--- src/rv_pkg.sv ---
package rv_pkg;

    localparam int xlen        = 32;
    localparam int reg_addr_w  = 5;
    localparam int imem_addr_w = 10;

    typedef logic [xlen-1:0]       word_t;
    typedef logic [reg_addr_w-1:0] reg_addr_t;

    // major opcodes handled by the core
    typedef enum logic [6:0] {
        opc_op     = 7'b0110011,
        opc_op_imm = 7'b0010011,
        opc_lui    = 7'b0110111,
        opc_jal    = 7'b1101111,
        opc_jalr   = 7'b1100111,
        opc_branch = 7'b1100011
    } opcode_e;

    // funct3 encoding of the integer ops
    typedef enum logic [2:0] {
        alu_add  = 3'b000,
        alu_sll  = 3'b001,
        alu_slt  = 3'b010,
        alu_sltu = 3'b011,
        alu_xor  = 3'b100,
        alu_srl  = 3'b101,
        alu_or   = 3'b110,
        alu_and  = 3'b111
    } alu_fn_e;

    typedef enum logic [2:0] {
        kind_alu,
        kind_branch,
        kind_link,
        kind_lui,
        kind_illegal
    } exec_kind_e;

    typedef enum logic [2:0] {
        st_idle,
        st_fetch,
        st_fetch_wait,
        st_decode,
        st_execute,
        st_execute_wait,
        st_write,
        st_halt
    } state_e;

    // alu_fn also carries funct3 for branches
    typedef struct packed {
        exec_kind_e kind;
        alu_fn_e    alu_fn;
        logic       alt;
        logic       use_imm;
        word_t      opnd_a;
        word_t      opnd_b;
        word_t      opnd_c;
        reg_addr_t  rd;
    } decoded_t;

    localparam word_t pc_step = 32'd4;

    function automatic word_t pc_align(word_t pc);
        return {pc[xlen-1:2], 2'b00};
    endfunction

endpackage

--- src/core_ifs.sv ---
`timescale 1ns/1ps

// instruction fetch order between sequencer and fetch unit
interface fetch_if;
    import rv_pkg::*;

    logic  order;
    logic  accepted;
    logic  done;
    word_t pc;
    word_t inst;

    modport ctrl (output order, output pc, input accepted, input done, input inst);
    modport unit (input order, input pc, output accepted, output done, output inst);
endinterface

// combinational register read
interface reg_read_if;
    import rv_pkg::*;

    reg_addr_t rs1;
    reg_addr_t rs2;
    word_t     rs1_data;
    word_t     rs2_data;

    modport reader (output rs1, output rs2, input rs1_data, input rs2_data);
    modport port (input rs1, input rs2, output rs1_data, output rs2_data);
endinterface

--- src/core_control.sv ---
`timescale 1ns/1ps

module core_control (
    input  logic              clk,
    input  logic              native_rstn,
    input  logic              usr_rst,
    input  rv_pkg::decoded_t  dec,
    input  logic              accepted,
    input  logic              done,
    input  rv_pkg::word_t     result,
    input  logic              branch_taken,
    fetch_if.ctrl             f,
    output rv_pkg::word_t     fetch_inst,
    output rv_pkg::word_t     fetch_pc,
    output logic              start,
    output rv_pkg::decoded_t  dec_q,
    output logic              we,
    output rv_pkg::reg_addr_t rd,
    output rv_pkg::word_t     rd_data,
    output logic              retire_valid,
    output rv_pkg::word_t     retire_pc,
    output logic              retire_we,
    output rv_pkg::reg_addr_t retire_rd,
    output rv_pkg::word_t     retire_data,
    output logic              halted
);
    import rv_pkg::*;

    state_e state;
    word_t  pc;
    word_t  next_pc_q;
    word_t  wdata_q;
    logic   wr_en_q;

    always_ff @(posedge clk) begin
        if (!native_rstn || usr_rst) begin
            state      <= st_idle;
            pc         <= '0;
            next_pc_q  <= '0;
            wdata_q    <= '0;
            wr_en_q    <= 1'b0;
            fetch_inst <= '0;
            fetch_pc   <= '0;
            dec_q      <= '0;
            f.order    <= 1'b0;
            start      <= 1'b0;
        end else begin
            case (state)
                st_idle: state <= st_fetch;
                st_fetch: begin
                    f.order <= 1'b1;
                    state   <= st_fetch_wait;
                end
                st_fetch_wait: begin
                    if (f.accepted) begin
                        f.order <= 1'b0;
                    end
                    if (f.done) begin
                        fetch_inst <= f.inst;
                        fetch_pc   <= pc;
                        state      <= st_decode;
                    end
                end
                st_decode: begin
                    dec_q <= dec;
                    state <= st_execute;
                end
                st_execute: begin
                    next_pc_q <= pc + pc_step;
                    case (dec_q.kind)
                        kind_alu: begin
                            start <= 1'b1;
                            state <= st_execute_wait;
                        end
                        kind_branch: begin
                            if (branch_taken) begin
                                next_pc_q <= dec_q.opnd_c;
                            end
                            wr_en_q <= 1'b0;
                            state   <= st_write;
                        end
                        kind_link: begin
                            next_pc_q <= pc_align(dec_q.opnd_c);
                            wdata_q   <= pc + pc_step;
                            wr_en_q   <= 1'b1;
                            state     <= st_write;
                        end
                        kind_lui: begin
                            wdata_q <= dec_q.opnd_c;
                            wr_en_q <= 1'b1;
                            state   <= st_write;
                        end
                        default: state <= st_halt;
                    endcase
                end
                st_execute_wait: begin
                    if (accepted) begin
                        start <= 1'b0;
                    end
                    if (done) begin
                        wdata_q <= result;
                        wr_en_q <= 1'b1;
                        state   <= st_write;
                    end
                end
                st_write: begin
                    pc    <= pc_align(next_pc_q);
                    state <= st_fetch;
                end
                default: state <= st_halt;
            endcase
        end
    end

    assign f.pc = pc;

    // write-back commits at the end of the write state
    assign we      = (state == st_write) & wr_en_q;
    assign rd      = dec_q.rd;
    assign rd_data = wdata_q;

    assign retire_valid = (state == st_write);
    assign retire_pc    = pc;
    assign retire_we    = we;
    assign retire_rd    = dec_q.rd;
    assign retire_data  = wdata_q;
    assign halted       = (state == st_halt);

endmodule

--- src/cpu_core.sv ---
`timescale 1ns/1ps

module cpu_core (
    input  logic                           clk,
    input  logic                           native_rstn,
    input  logic                           usr_rst,
    output logic [rv_pkg::imem_addr_w-1:0] imem_addr,
    input  rv_pkg::word_t                  imem_data,
    output logic                           retire_valid,
    output rv_pkg::word_t                  retire_pc,
    output logic                           retire_we,
    output rv_pkg::reg_addr_t              retire_rd,
    output rv_pkg::word_t                  retire_data,
    output logic                           halted
);
    import rv_pkg::*;

    fetch_if    f_bus ();
    reg_read_if rr_bus ();

    decoded_t  dec;
    decoded_t  dec_q;
    word_t     fetch_inst;
    word_t     fetch_pc;
    logic      alu_start;
    logic      alu_accepted;
    logic      alu_done;
    word_t     alu_result;
    logic      branch_taken;
    logic      we;
    reg_addr_t rd;
    word_t     rd_data;

    core_control core_control_inst (
        .clk          (clk),
        .native_rstn  (native_rstn),
        .usr_rst      (usr_rst),
        .dec          (dec),
        .accepted     (alu_accepted),
        .done         (alu_done),
        .result       (alu_result),
        .branch_taken (branch_taken),
        .f            (f_bus.ctrl),
        .fetch_inst   (fetch_inst),
        .fetch_pc     (fetch_pc),
        .start        (alu_start),
        .dec_q        (dec_q),
        .we           (we),
        .rd           (rd),
        .rd_data      (rd_data),
        .retire_valid (retire_valid),
        .retire_pc    (retire_pc),
        .retire_we    (retire_we),
        .retire_rd    (retire_rd),
        .retire_data  (retire_data),
        .halted       (halted)
    );

    inst_fetch inst_fetch_inst (
        .clk         (clk),
        .native_rstn (native_rstn),
        .usr_rst     (usr_rst),
        .f           (f_bus.unit),
        .imem_addr   (imem_addr),
        .imem_data   (imem_data)
    );

    inst_decode inst_decode_inst (
        .inst (fetch_inst),
        .pc   (fetch_pc),
        .rr   (rr_bus.reader),
        .dec  (dec)
    );

    exec_unit exec_unit_inst (
        .clk          (clk),
        .native_rstn  (native_rstn),
        .usr_rst      (usr_rst),
        .start        (alu_start),
        .dec          (dec_q),
        .accepted     (alu_accepted),
        .done         (alu_done),
        .result       (alu_result),
        .branch_taken (branch_taken)
    );

    reg_file reg_file_inst (
        .clk         (clk),
        .native_rstn (native_rstn),
        .rr          (rr_bus.port),
        .we          (we),
        .rd          (rd),
        .rd_data     (rd_data)
    );

endmodule

--- src/exec_unit.sv ---
`timescale 1ns/1ps

module exec_unit (
    input  logic             clk,
    input  logic             native_rstn,
    input  logic             usr_rst,
    input  logic             start,
    input  rv_pkg::decoded_t dec,
    output logic             accepted,
    output logic             done,
    output rv_pkg::word_t    result,
    output logic             branch_taken
);
    import rv_pkg::*;

    logic       take;
    logic [4:0] shamt;
    logic [2:0] f3;
    logic       cond;
    word_t      alu_out;

    assign take  = start & ~accepted & ~done;
    assign shamt = dec.opnd_b[4:0];
    assign f3    = dec.alu_fn;

    always_comb begin
        case (dec.alu_fn)
            // sub only exists as a register op
            alu_add:  alu_out = (dec.alt && !dec.use_imm) ? dec.opnd_a - dec.opnd_b
                                                          : dec.opnd_a + dec.opnd_b;
            alu_sll:  alu_out = dec.opnd_a << shamt;
            alu_slt:  alu_out = {{(xlen-1){1'b0}}, $signed(dec.opnd_a) < $signed(dec.opnd_b)};
            alu_sltu: alu_out = {{(xlen-1){1'b0}}, dec.opnd_a < dec.opnd_b};
            alu_xor:  alu_out = dec.opnd_a ^ dec.opnd_b;
            alu_srl:  alu_out = dec.alt ? word_t'($signed(dec.opnd_a) >>> shamt)
                                        : dec.opnd_a >> shamt;
            alu_or:   alu_out = dec.opnd_a | dec.opnd_b;
            default:  alu_out = dec.opnd_a & dec.opnd_b;
        endcase
    end

    // branch compare on funct3
    always_comb begin
        case (f3)
            3'b000:  cond = dec.opnd_a == dec.opnd_b;
            3'b001:  cond = dec.opnd_a != dec.opnd_b;
            3'b100:  cond = $signed(dec.opnd_a) < $signed(dec.opnd_b);
            3'b101:  cond = $signed(dec.opnd_a) >= $signed(dec.opnd_b);
            3'b110:  cond = dec.opnd_a < dec.opnd_b;
            3'b111:  cond = dec.opnd_a >= dec.opnd_b;
            default: cond = 1'b0;
        endcase
    end

    assign branch_taken = (dec.kind == kind_branch) & cond;

    always_ff @(posedge clk) begin
        if (!native_rstn || usr_rst) begin
            accepted <= 1'b0;
            done     <= 1'b0;
        end else begin
            accepted <= take;
            done     <= accepted;
        end
    end

    always_ff @(posedge clk) begin
        if (accepted) begin
            result <= alu_out;
        end
    end

endmodule

--- src/inst_decode.sv ---
`timescale 1ns/1ps

module inst_decode (
    input  rv_pkg::word_t    inst,
    input  rv_pkg::word_t    pc,
    reg_read_if.reader       rr,
    output rv_pkg::decoded_t dec
);
    import rv_pkg::*;

    logic [6:0] opcode;
    logic [2:0] funct3;
    reg_addr_t  rd;
    word_t      imm_i;
    word_t      imm_b;
    word_t      imm_u;
    word_t      imm_j;

    assign opcode = inst[6:0];
    assign funct3 = inst[14:12];
    assign rd     = inst[11:7];

    assign rr.rs1 = inst[19:15];
    assign rr.rs2 = inst[24:20];

    assign imm_i = {{20{inst[31]}}, inst[31:20]};
    assign imm_b = {{19{inst[31]}}, inst[31], inst[7], inst[30:25], inst[11:8], 1'b0};
    assign imm_u = {inst[31:12], 12'b0};
    assign imm_j = {{11{inst[31]}}, inst[31], inst[19:12], inst[20], inst[30:21], 1'b0};

    always_comb begin
        dec         = '0;
        dec.kind    = kind_illegal;
        dec.alu_fn  = alu_fn_e'(funct3);
        dec.opnd_a  = rr.rs1_data;
        dec.opnd_b  = rr.rs2_data;
        dec.rd      = rd;

        case (opcode)
            opc_op: begin
                dec.kind = kind_alu;
                dec.alt  = inst[30];
            end
            opc_op_imm: begin
                dec.kind    = kind_alu;
                // srai keeps bit 30, exec ignores it for add
                dec.alt     = inst[30];
                dec.use_imm = 1'b1;
                dec.opnd_b  = imm_i;
            end
            opc_lui: begin
                dec.kind   = kind_lui;
                dec.opnd_c = imm_u;
            end
            opc_jal: begin
                dec.kind   = kind_link;
                dec.opnd_c = pc + imm_j;
            end
            opc_jalr: begin
                dec.kind   = kind_link;
                dec.opnd_c = rr.rs1_data + imm_i;
            end
            opc_branch: begin
                dec.kind   = kind_branch;
                dec.opnd_c = pc + imm_b;
                dec.rd     = '0;
            end
            default: begin
                dec.kind = kind_illegal;
                dec.rd   = '0;
            end
        endcase
    end

endmodule

--- src/inst_fetch.sv ---
`timescale 1ns/1ps

module inst_fetch (
    input  logic                            clk,
    input  logic                            native_rstn,
    input  logic                            usr_rst,
    fetch_if.unit                           f,
    output logic [rv_pkg::imem_addr_w-1:0]  imem_addr,
    input  rv_pkg::word_t                   imem_data
);
    import rv_pkg::*;

    logic                   accepted_q;
    logic                   done_q;
    logic [imem_addr_w-1:0] addr_q;
    logic                   take;

    // new order only when no fetch is in progress
    assign take = f.order & ~accepted_q & ~done_q;

    always_ff @(posedge clk) begin
        if (!native_rstn || usr_rst) begin
            accepted_q <= 1'b0;
            done_q     <= 1'b0;
        end else begin
            accepted_q <= take;
            done_q     <= accepted_q;
        end
    end

    // word address, byte offset dropped
    always_ff @(posedge clk) begin
        if (take) begin
            addr_q <= f.pc[imem_addr_w+1:2];
        end
    end

    assign imem_addr  = addr_q;
    assign f.accepted = accepted_q;
    assign f.done     = done_q;

    // memory answers one cycle after the address, in step with done
    assign f.inst = imem_data;

endmodule

--- src/reg_file.sv ---
`timescale 1ns/1ps

module reg_file (
    input  logic              clk,
    input  logic              native_rstn,
    reg_read_if.port          rr,
    input  logic              we,
    input  rv_pkg::reg_addr_t rd,
    input  rv_pkg::word_t     rd_data
);
    import rv_pkg::*;

    // x0 has no storage
    word_t regs [1:31];

    always_ff @(posedge clk) begin
        if (!native_rstn) begin
            for (int i = 1; i < 32; i++) begin
                regs[i] <= '0;
            end
        end else if (we && rd != '0) begin
            regs[rd] <= rd_data;
        end
    end

    assign rr.rs1_data = (rr.rs1 == '0) ? '0 : regs[rr.rs1];
    assign rr.rs2_data = (rr.rs2 == '0) ? '0 : regs[rr.rs2];

endmodule

--- config.mk ---
export PLATFORM = sky130hd
export DESIGN_NAME = cpu_core
export DESIGN_NICKNAME = d
export VERILOG_FILES = /design/src/rv_pkg.sv /design/src/core_ifs.sv /design/src/core_control.sv /design/src/cpu_core.sv /design/src/exec_unit.sv /design/src/inst_decode.sv /design/src/inst_fetch.sv /design/src/reg_file.sv
export SDC_FILE = /design/constraint.sdc
export NUM_CORES = 2
export LEC_CHECK = 0
export BUFFER_PORTS_ARGS = -buffer_cell sky130_fd_sc_hd__buf_2
export CORE_MARGIN = 2
export CORE_UTILIZATION = 50
export CTS_CLUSTER_DIAMETER = 60
export DETAILED_ROUTE_END_ITERATION = 16
export GPL_TIMING_DRIVEN = 0
export PLACE_DENSITY = 0.77
export SLEW_MARGIN = 20
export SYNTH_ARGS = -nofsm -noshare
export SYNTH_HDL_FRONTEND = slang
export SYNTH_SLANG_ARGS = --single-unit
export TNS_END_PERCENT = 1
--- constraint.sdc ---
create_clock -name clk -period 12.55 [get_ports clk]
set_clock_uncertainty 0.2 [all_clocks]
set_input_delay 1.8825 -clock clk [delete_from_list [all_inputs] [get_ports clk]]
set_output_delay 1.8825 -clock clk [all_outputs]
set_load 0.005 [all_outputs]
==> reports/results.tsv <==
metric	value	unit
worst max-slew margin expressed relative to the limit	13.5	%
worst reg-to-reg path cell count	18	
sequential group share of total power	51.4	%
worst slew pin tran	1.29	ns
IO buf count	114	
fraction of layout instances using a drive strength above 1	18.2	%
total net switching power	2210	µW
area used by sequential logic in the layout	37700	µm²
std cell rows	145	
post-layout net count	7017	
via count of the routed design	61300	
setup repair after global routing missed its margin	false	
leading cell type in the layout, fill and taps excluded	sky130_fd_sc_hd__edfxtp_1	
number of global-route vias before repair	60100	
initial DRC count	8929	
total area of multi-input combinational cells	38600	µm²
routability congestion estimate from global placement	1.07	
VDD IR max	0.154	mV
FFs w/ async S/R, synth	0	%
sort of element at the end of the critical path	flip-flop	
Post-Route Utilization	56.6	%
final worst-path cycle share	64.0	%
hpwl dp	234000	µm
worst hold path class	flip-flop to flip-flop	
WP data required	13.10	ns
placeable core region	156000	µm²
count of pins on the block boundary	117	
clock sinks	1349	
Mapped Area	78600	µm²
path type of the worst setup path	flip-flop to flip-flop	
Reg clk slew, reported paths	0.06	ns
Die Ht	401	µm
Post-Route WL	304000	µm
area growth from synthesis to layout	12.5	%
Wirelength per Cell	33.7	µm
hold-critical path depth	2	
Maximum Capacitance Violations	0	
Avg Cell Area, Syn	12.1	µm²
H-tree level count	4	
combinational share of power	3.7	%
Placed Cells	8726	
number of failing setup endpoints in the final timing report	0	
power per unit of standard cell area	110	nW/µm²
Period minus WS final	8.03	ns
cell leakage power	0.0303	µW
clock insertion delay at the later pin of the skew report	0.84	ns
Unique masters post-synth	87	
horizontal die dimension	401	µm
share of synthesized area occupied by flip-flops and latches	47.9	%
CTS resizes	0	
hold-fix buffer count after cts	0	
CTS tree	done	
number of antenna violations at the first check in global routing	27	
part of the power in the clock network	44.9	%
final total negative setup slack	0	ns
maximum fanout along the worst path	10	
most used flip-flop cell after synthesis	sky130_fd_sc_hd__edfxtp_1	
Max Used Layer	met5	
total of warnings raised by yosys	0	
max-slew violation total from the final report	0	
antenna violation net count after detailed routing	0	
count of fill cells added during filler insertion	12600	
Total Die Area	160000	µm²
initial core utilization	50.3	%
switching share of power	22.8	%
number of synthesized flops with an enable pin	1066	
DR pass1 iterations	8	
clock tree root buffer cell	sky130_fd_sc_hd__clkbuf_16	
total global routing track utilization	37.3	%
outcome	finished clean	
residual overflow from global routing	0	
number of synthesized register bits	1349	
post-route insts no fill	9009	
buffers from clock root to sink, at most	3	
cell-internal power	7480	µW
pin count of the biggest net entering global routing	36	
wire length of the first global-routing pass	429000	µm
detailed route wirelength on metal2	135000	µm
type of element launching the critical path	flip-flop	
number of clock buffers inserted by TritonCTS	150	
slack of the critical path	4.52	ns
worst hold margin	0.255	ns
final hold viol count	0	
wire length the detailed router placed on met1	103000	µm
via density per instance	6.81	
timing-limited maximum frequency	125	MHz
data arrival at the endpoint of the critical path	8.57	ns
post-CTS setup buffer count	0	
DRC violation count after routing	0	
most frequent cells in the layout	sky130_fd_sc_hd__edfxtp_1 (1066), sky130_fd_sc_hd__and2_1 (1006), sky130_fd_sc_hd__mux4_2 (671), sky130_fd_sc_hd__nand2_1 (553), sky130_fd_sc_hd__clkbuf_1 (479)	
dpl ws	4.87	ns
wire length on met3	42600	µm
gate count after technology mapping	6472	
[sequential cells by signal (all words and copies together), names as in the netlist, 2 cells and up, named ones only]
signal                        flops
core_control_inst.next_pc_q      30
core_control_inst.state           2
core_control_inst.rd              5
reg_file_inst.regs             1024
core_control_inst.fetch_inst     32
inst_fetch_inst.imem_addr        10
core_control_inst.dec_q         104
core_control_inst.f.pc           30
exec_unit_inst.result            32
core_control_inst.rd_data        32
core_control_inst.fetch_pc       30
[Yosys cell counts (73+ instances only)]
| cell | count | area, µm² |
|---|---|---|
| sky130_fd_sc_hd__a21oi_1 | 348 | 1740 |
| sky130_fd_sc_hd__and2_1 | 1006 | 6290 |
| sky130_fd_sc_hd__clkbuf_1 | 462 | 1730 |
| sky130_fd_sc_hd__dfxtp_1 | 283 | 5670 |
| sky130_fd_sc_hd__edfxtp_1 | 1066 | 32000 |
| sky130_fd_sc_hd__ha_1 | 158 | 1980 |
| sky130_fd_sc_hd__inv_1 | 128 | 480 |
| sky130_fd_sc_hd__mux2i_1 | 101 | 1010 |
| sky130_fd_sc_hd__mux4_2 | 671 | 15100 |
| sky130_fd_sc_hd__nand2_1 | 553 | 2080 |
| sky130_fd_sc_hd__nand3_1 | 73 | 365 |
| sky130_fd_sc_hd__nor2_1 | 363 | 1360 |
| sky130_fd_sc_hd__o21ai_0 | 229 | 1150 |
[cell type report]
class                      count  share of cell area (%)
clock inverter                68                   0.778
tap                         2058                    2.91
buffer                       601                    2.78
sequential                  1349                    42.6
clock buffer                 198                    4.62
inverter                     130                   0.552
antenna                       17                  0.0481
timing repair buffer         163                    2.11
multi-input combinational   4425                    43.6
[cell families after synthesis]
group                    Yosys count  synth area share, %
AND/OR/NAND/NOR                 2241                 14.9
XOR/XNOR                         105                 1.17
multiplexers                     813                 21.1
flip-flops                      1349                 47.9
buffers and inverters            731                 3.68
other                              1              0.00477
adder cells (fa/ha/maj)          162                 2.62
AO/OA/AOI/OAI                   1070                 8.67
[layer usage]
| layer | track usage (%) | vias to the layer above |
|---|---|---|
| met5 | 0 | - |
| met4 | 23.5 | 22 |
| met3 | 13.1 | 1092 |
| met2 | 57.3 | 4870 |
| met1 | 45.1 | 30400 |
| li1 | - | 25000 |
[critical path, stage by stage, from the launching register on]
cell	delay, ns
sky130_fd_sc_hd__dfxtp_1	0.68
sky130_fd_sc_hd__buf_2	0.42
sky130_fd_sc_hd__clkbuf_1	0.71
sky130_fd_sc_hd__buf_1	1.00
sky130_fd_sc_hd__mux4_2	0.47
sky130_fd_sc_hd__mux4_2	0.55
sky130_fd_sc_hd__mux2i_1	0.31
sky130_fd_sc_hd__nor2_1	0.25
sky130_fd_sc_hd__ha_1	0.36
sky130_fd_sc_hd__a211oi_1	0.34
sky130_fd_sc_hd__o211ai_1	0.19
sky130_fd_sc_hd__a31oi_1	0.44
sky130_fd_sc_hd__o211ai_1	0.26
sky130_fd_sc_hd__a41oi_1	0.37
sky130_fd_sc_hd__o21ai_0	0.25
sky130_fd_sc_hd__a2111oi_0	0.67
sky130_fd_sc_hd__o2bb2ai_1	0.25
sky130_fd_sc_hd__nand2_1	0.09
sky130_fd_sc_hd__a31oi_1	0.12
[power groups by stage]
| stage | clock [µW] | sequential, µW | combinational (µW) |
|---|---|---|---|
| after floorplan | 0 | 5060 | 179 |
| after global placement | 0 | 5080 | 282 |
| after detailed placement | 0 | 5070 | 345 |
| after CTS | 4330 | 4980 | 348 |
| after global routing | 4510 | 4990 | 364 |
| final | 4350 | 4980 | 360 |
[per-stage QoR]
| stage | total power, µW | instance area (µm²) |
|---|---|---|
| CTS | 9660 | 88400 |
| detailed placement | 5420 | 83600 |
| global route | 9860 | 88400 |
| finish | 9690 | 88400 |
| global placement | 5360 | 81900 |
| floorplan | 5240 | 78800 |
[worst paths after layout]
kind	slack, ns	start	end
worst max register to register	4.52	flip-flop	core_control_inst.dec_q[36]
worst min register to register	0.26	core_control_inst.next_pc_q[9]	core_control_inst.f.pc[9]
worst max-delay path	4.52	flip-flop	core_control_inst.dec_q[36]
worst min-delay path	0.26	core_control_inst.next_pc_q[9]	core_control_inst.f.pc[9]
Note: power is estimated with default switching activity, not from simulation.
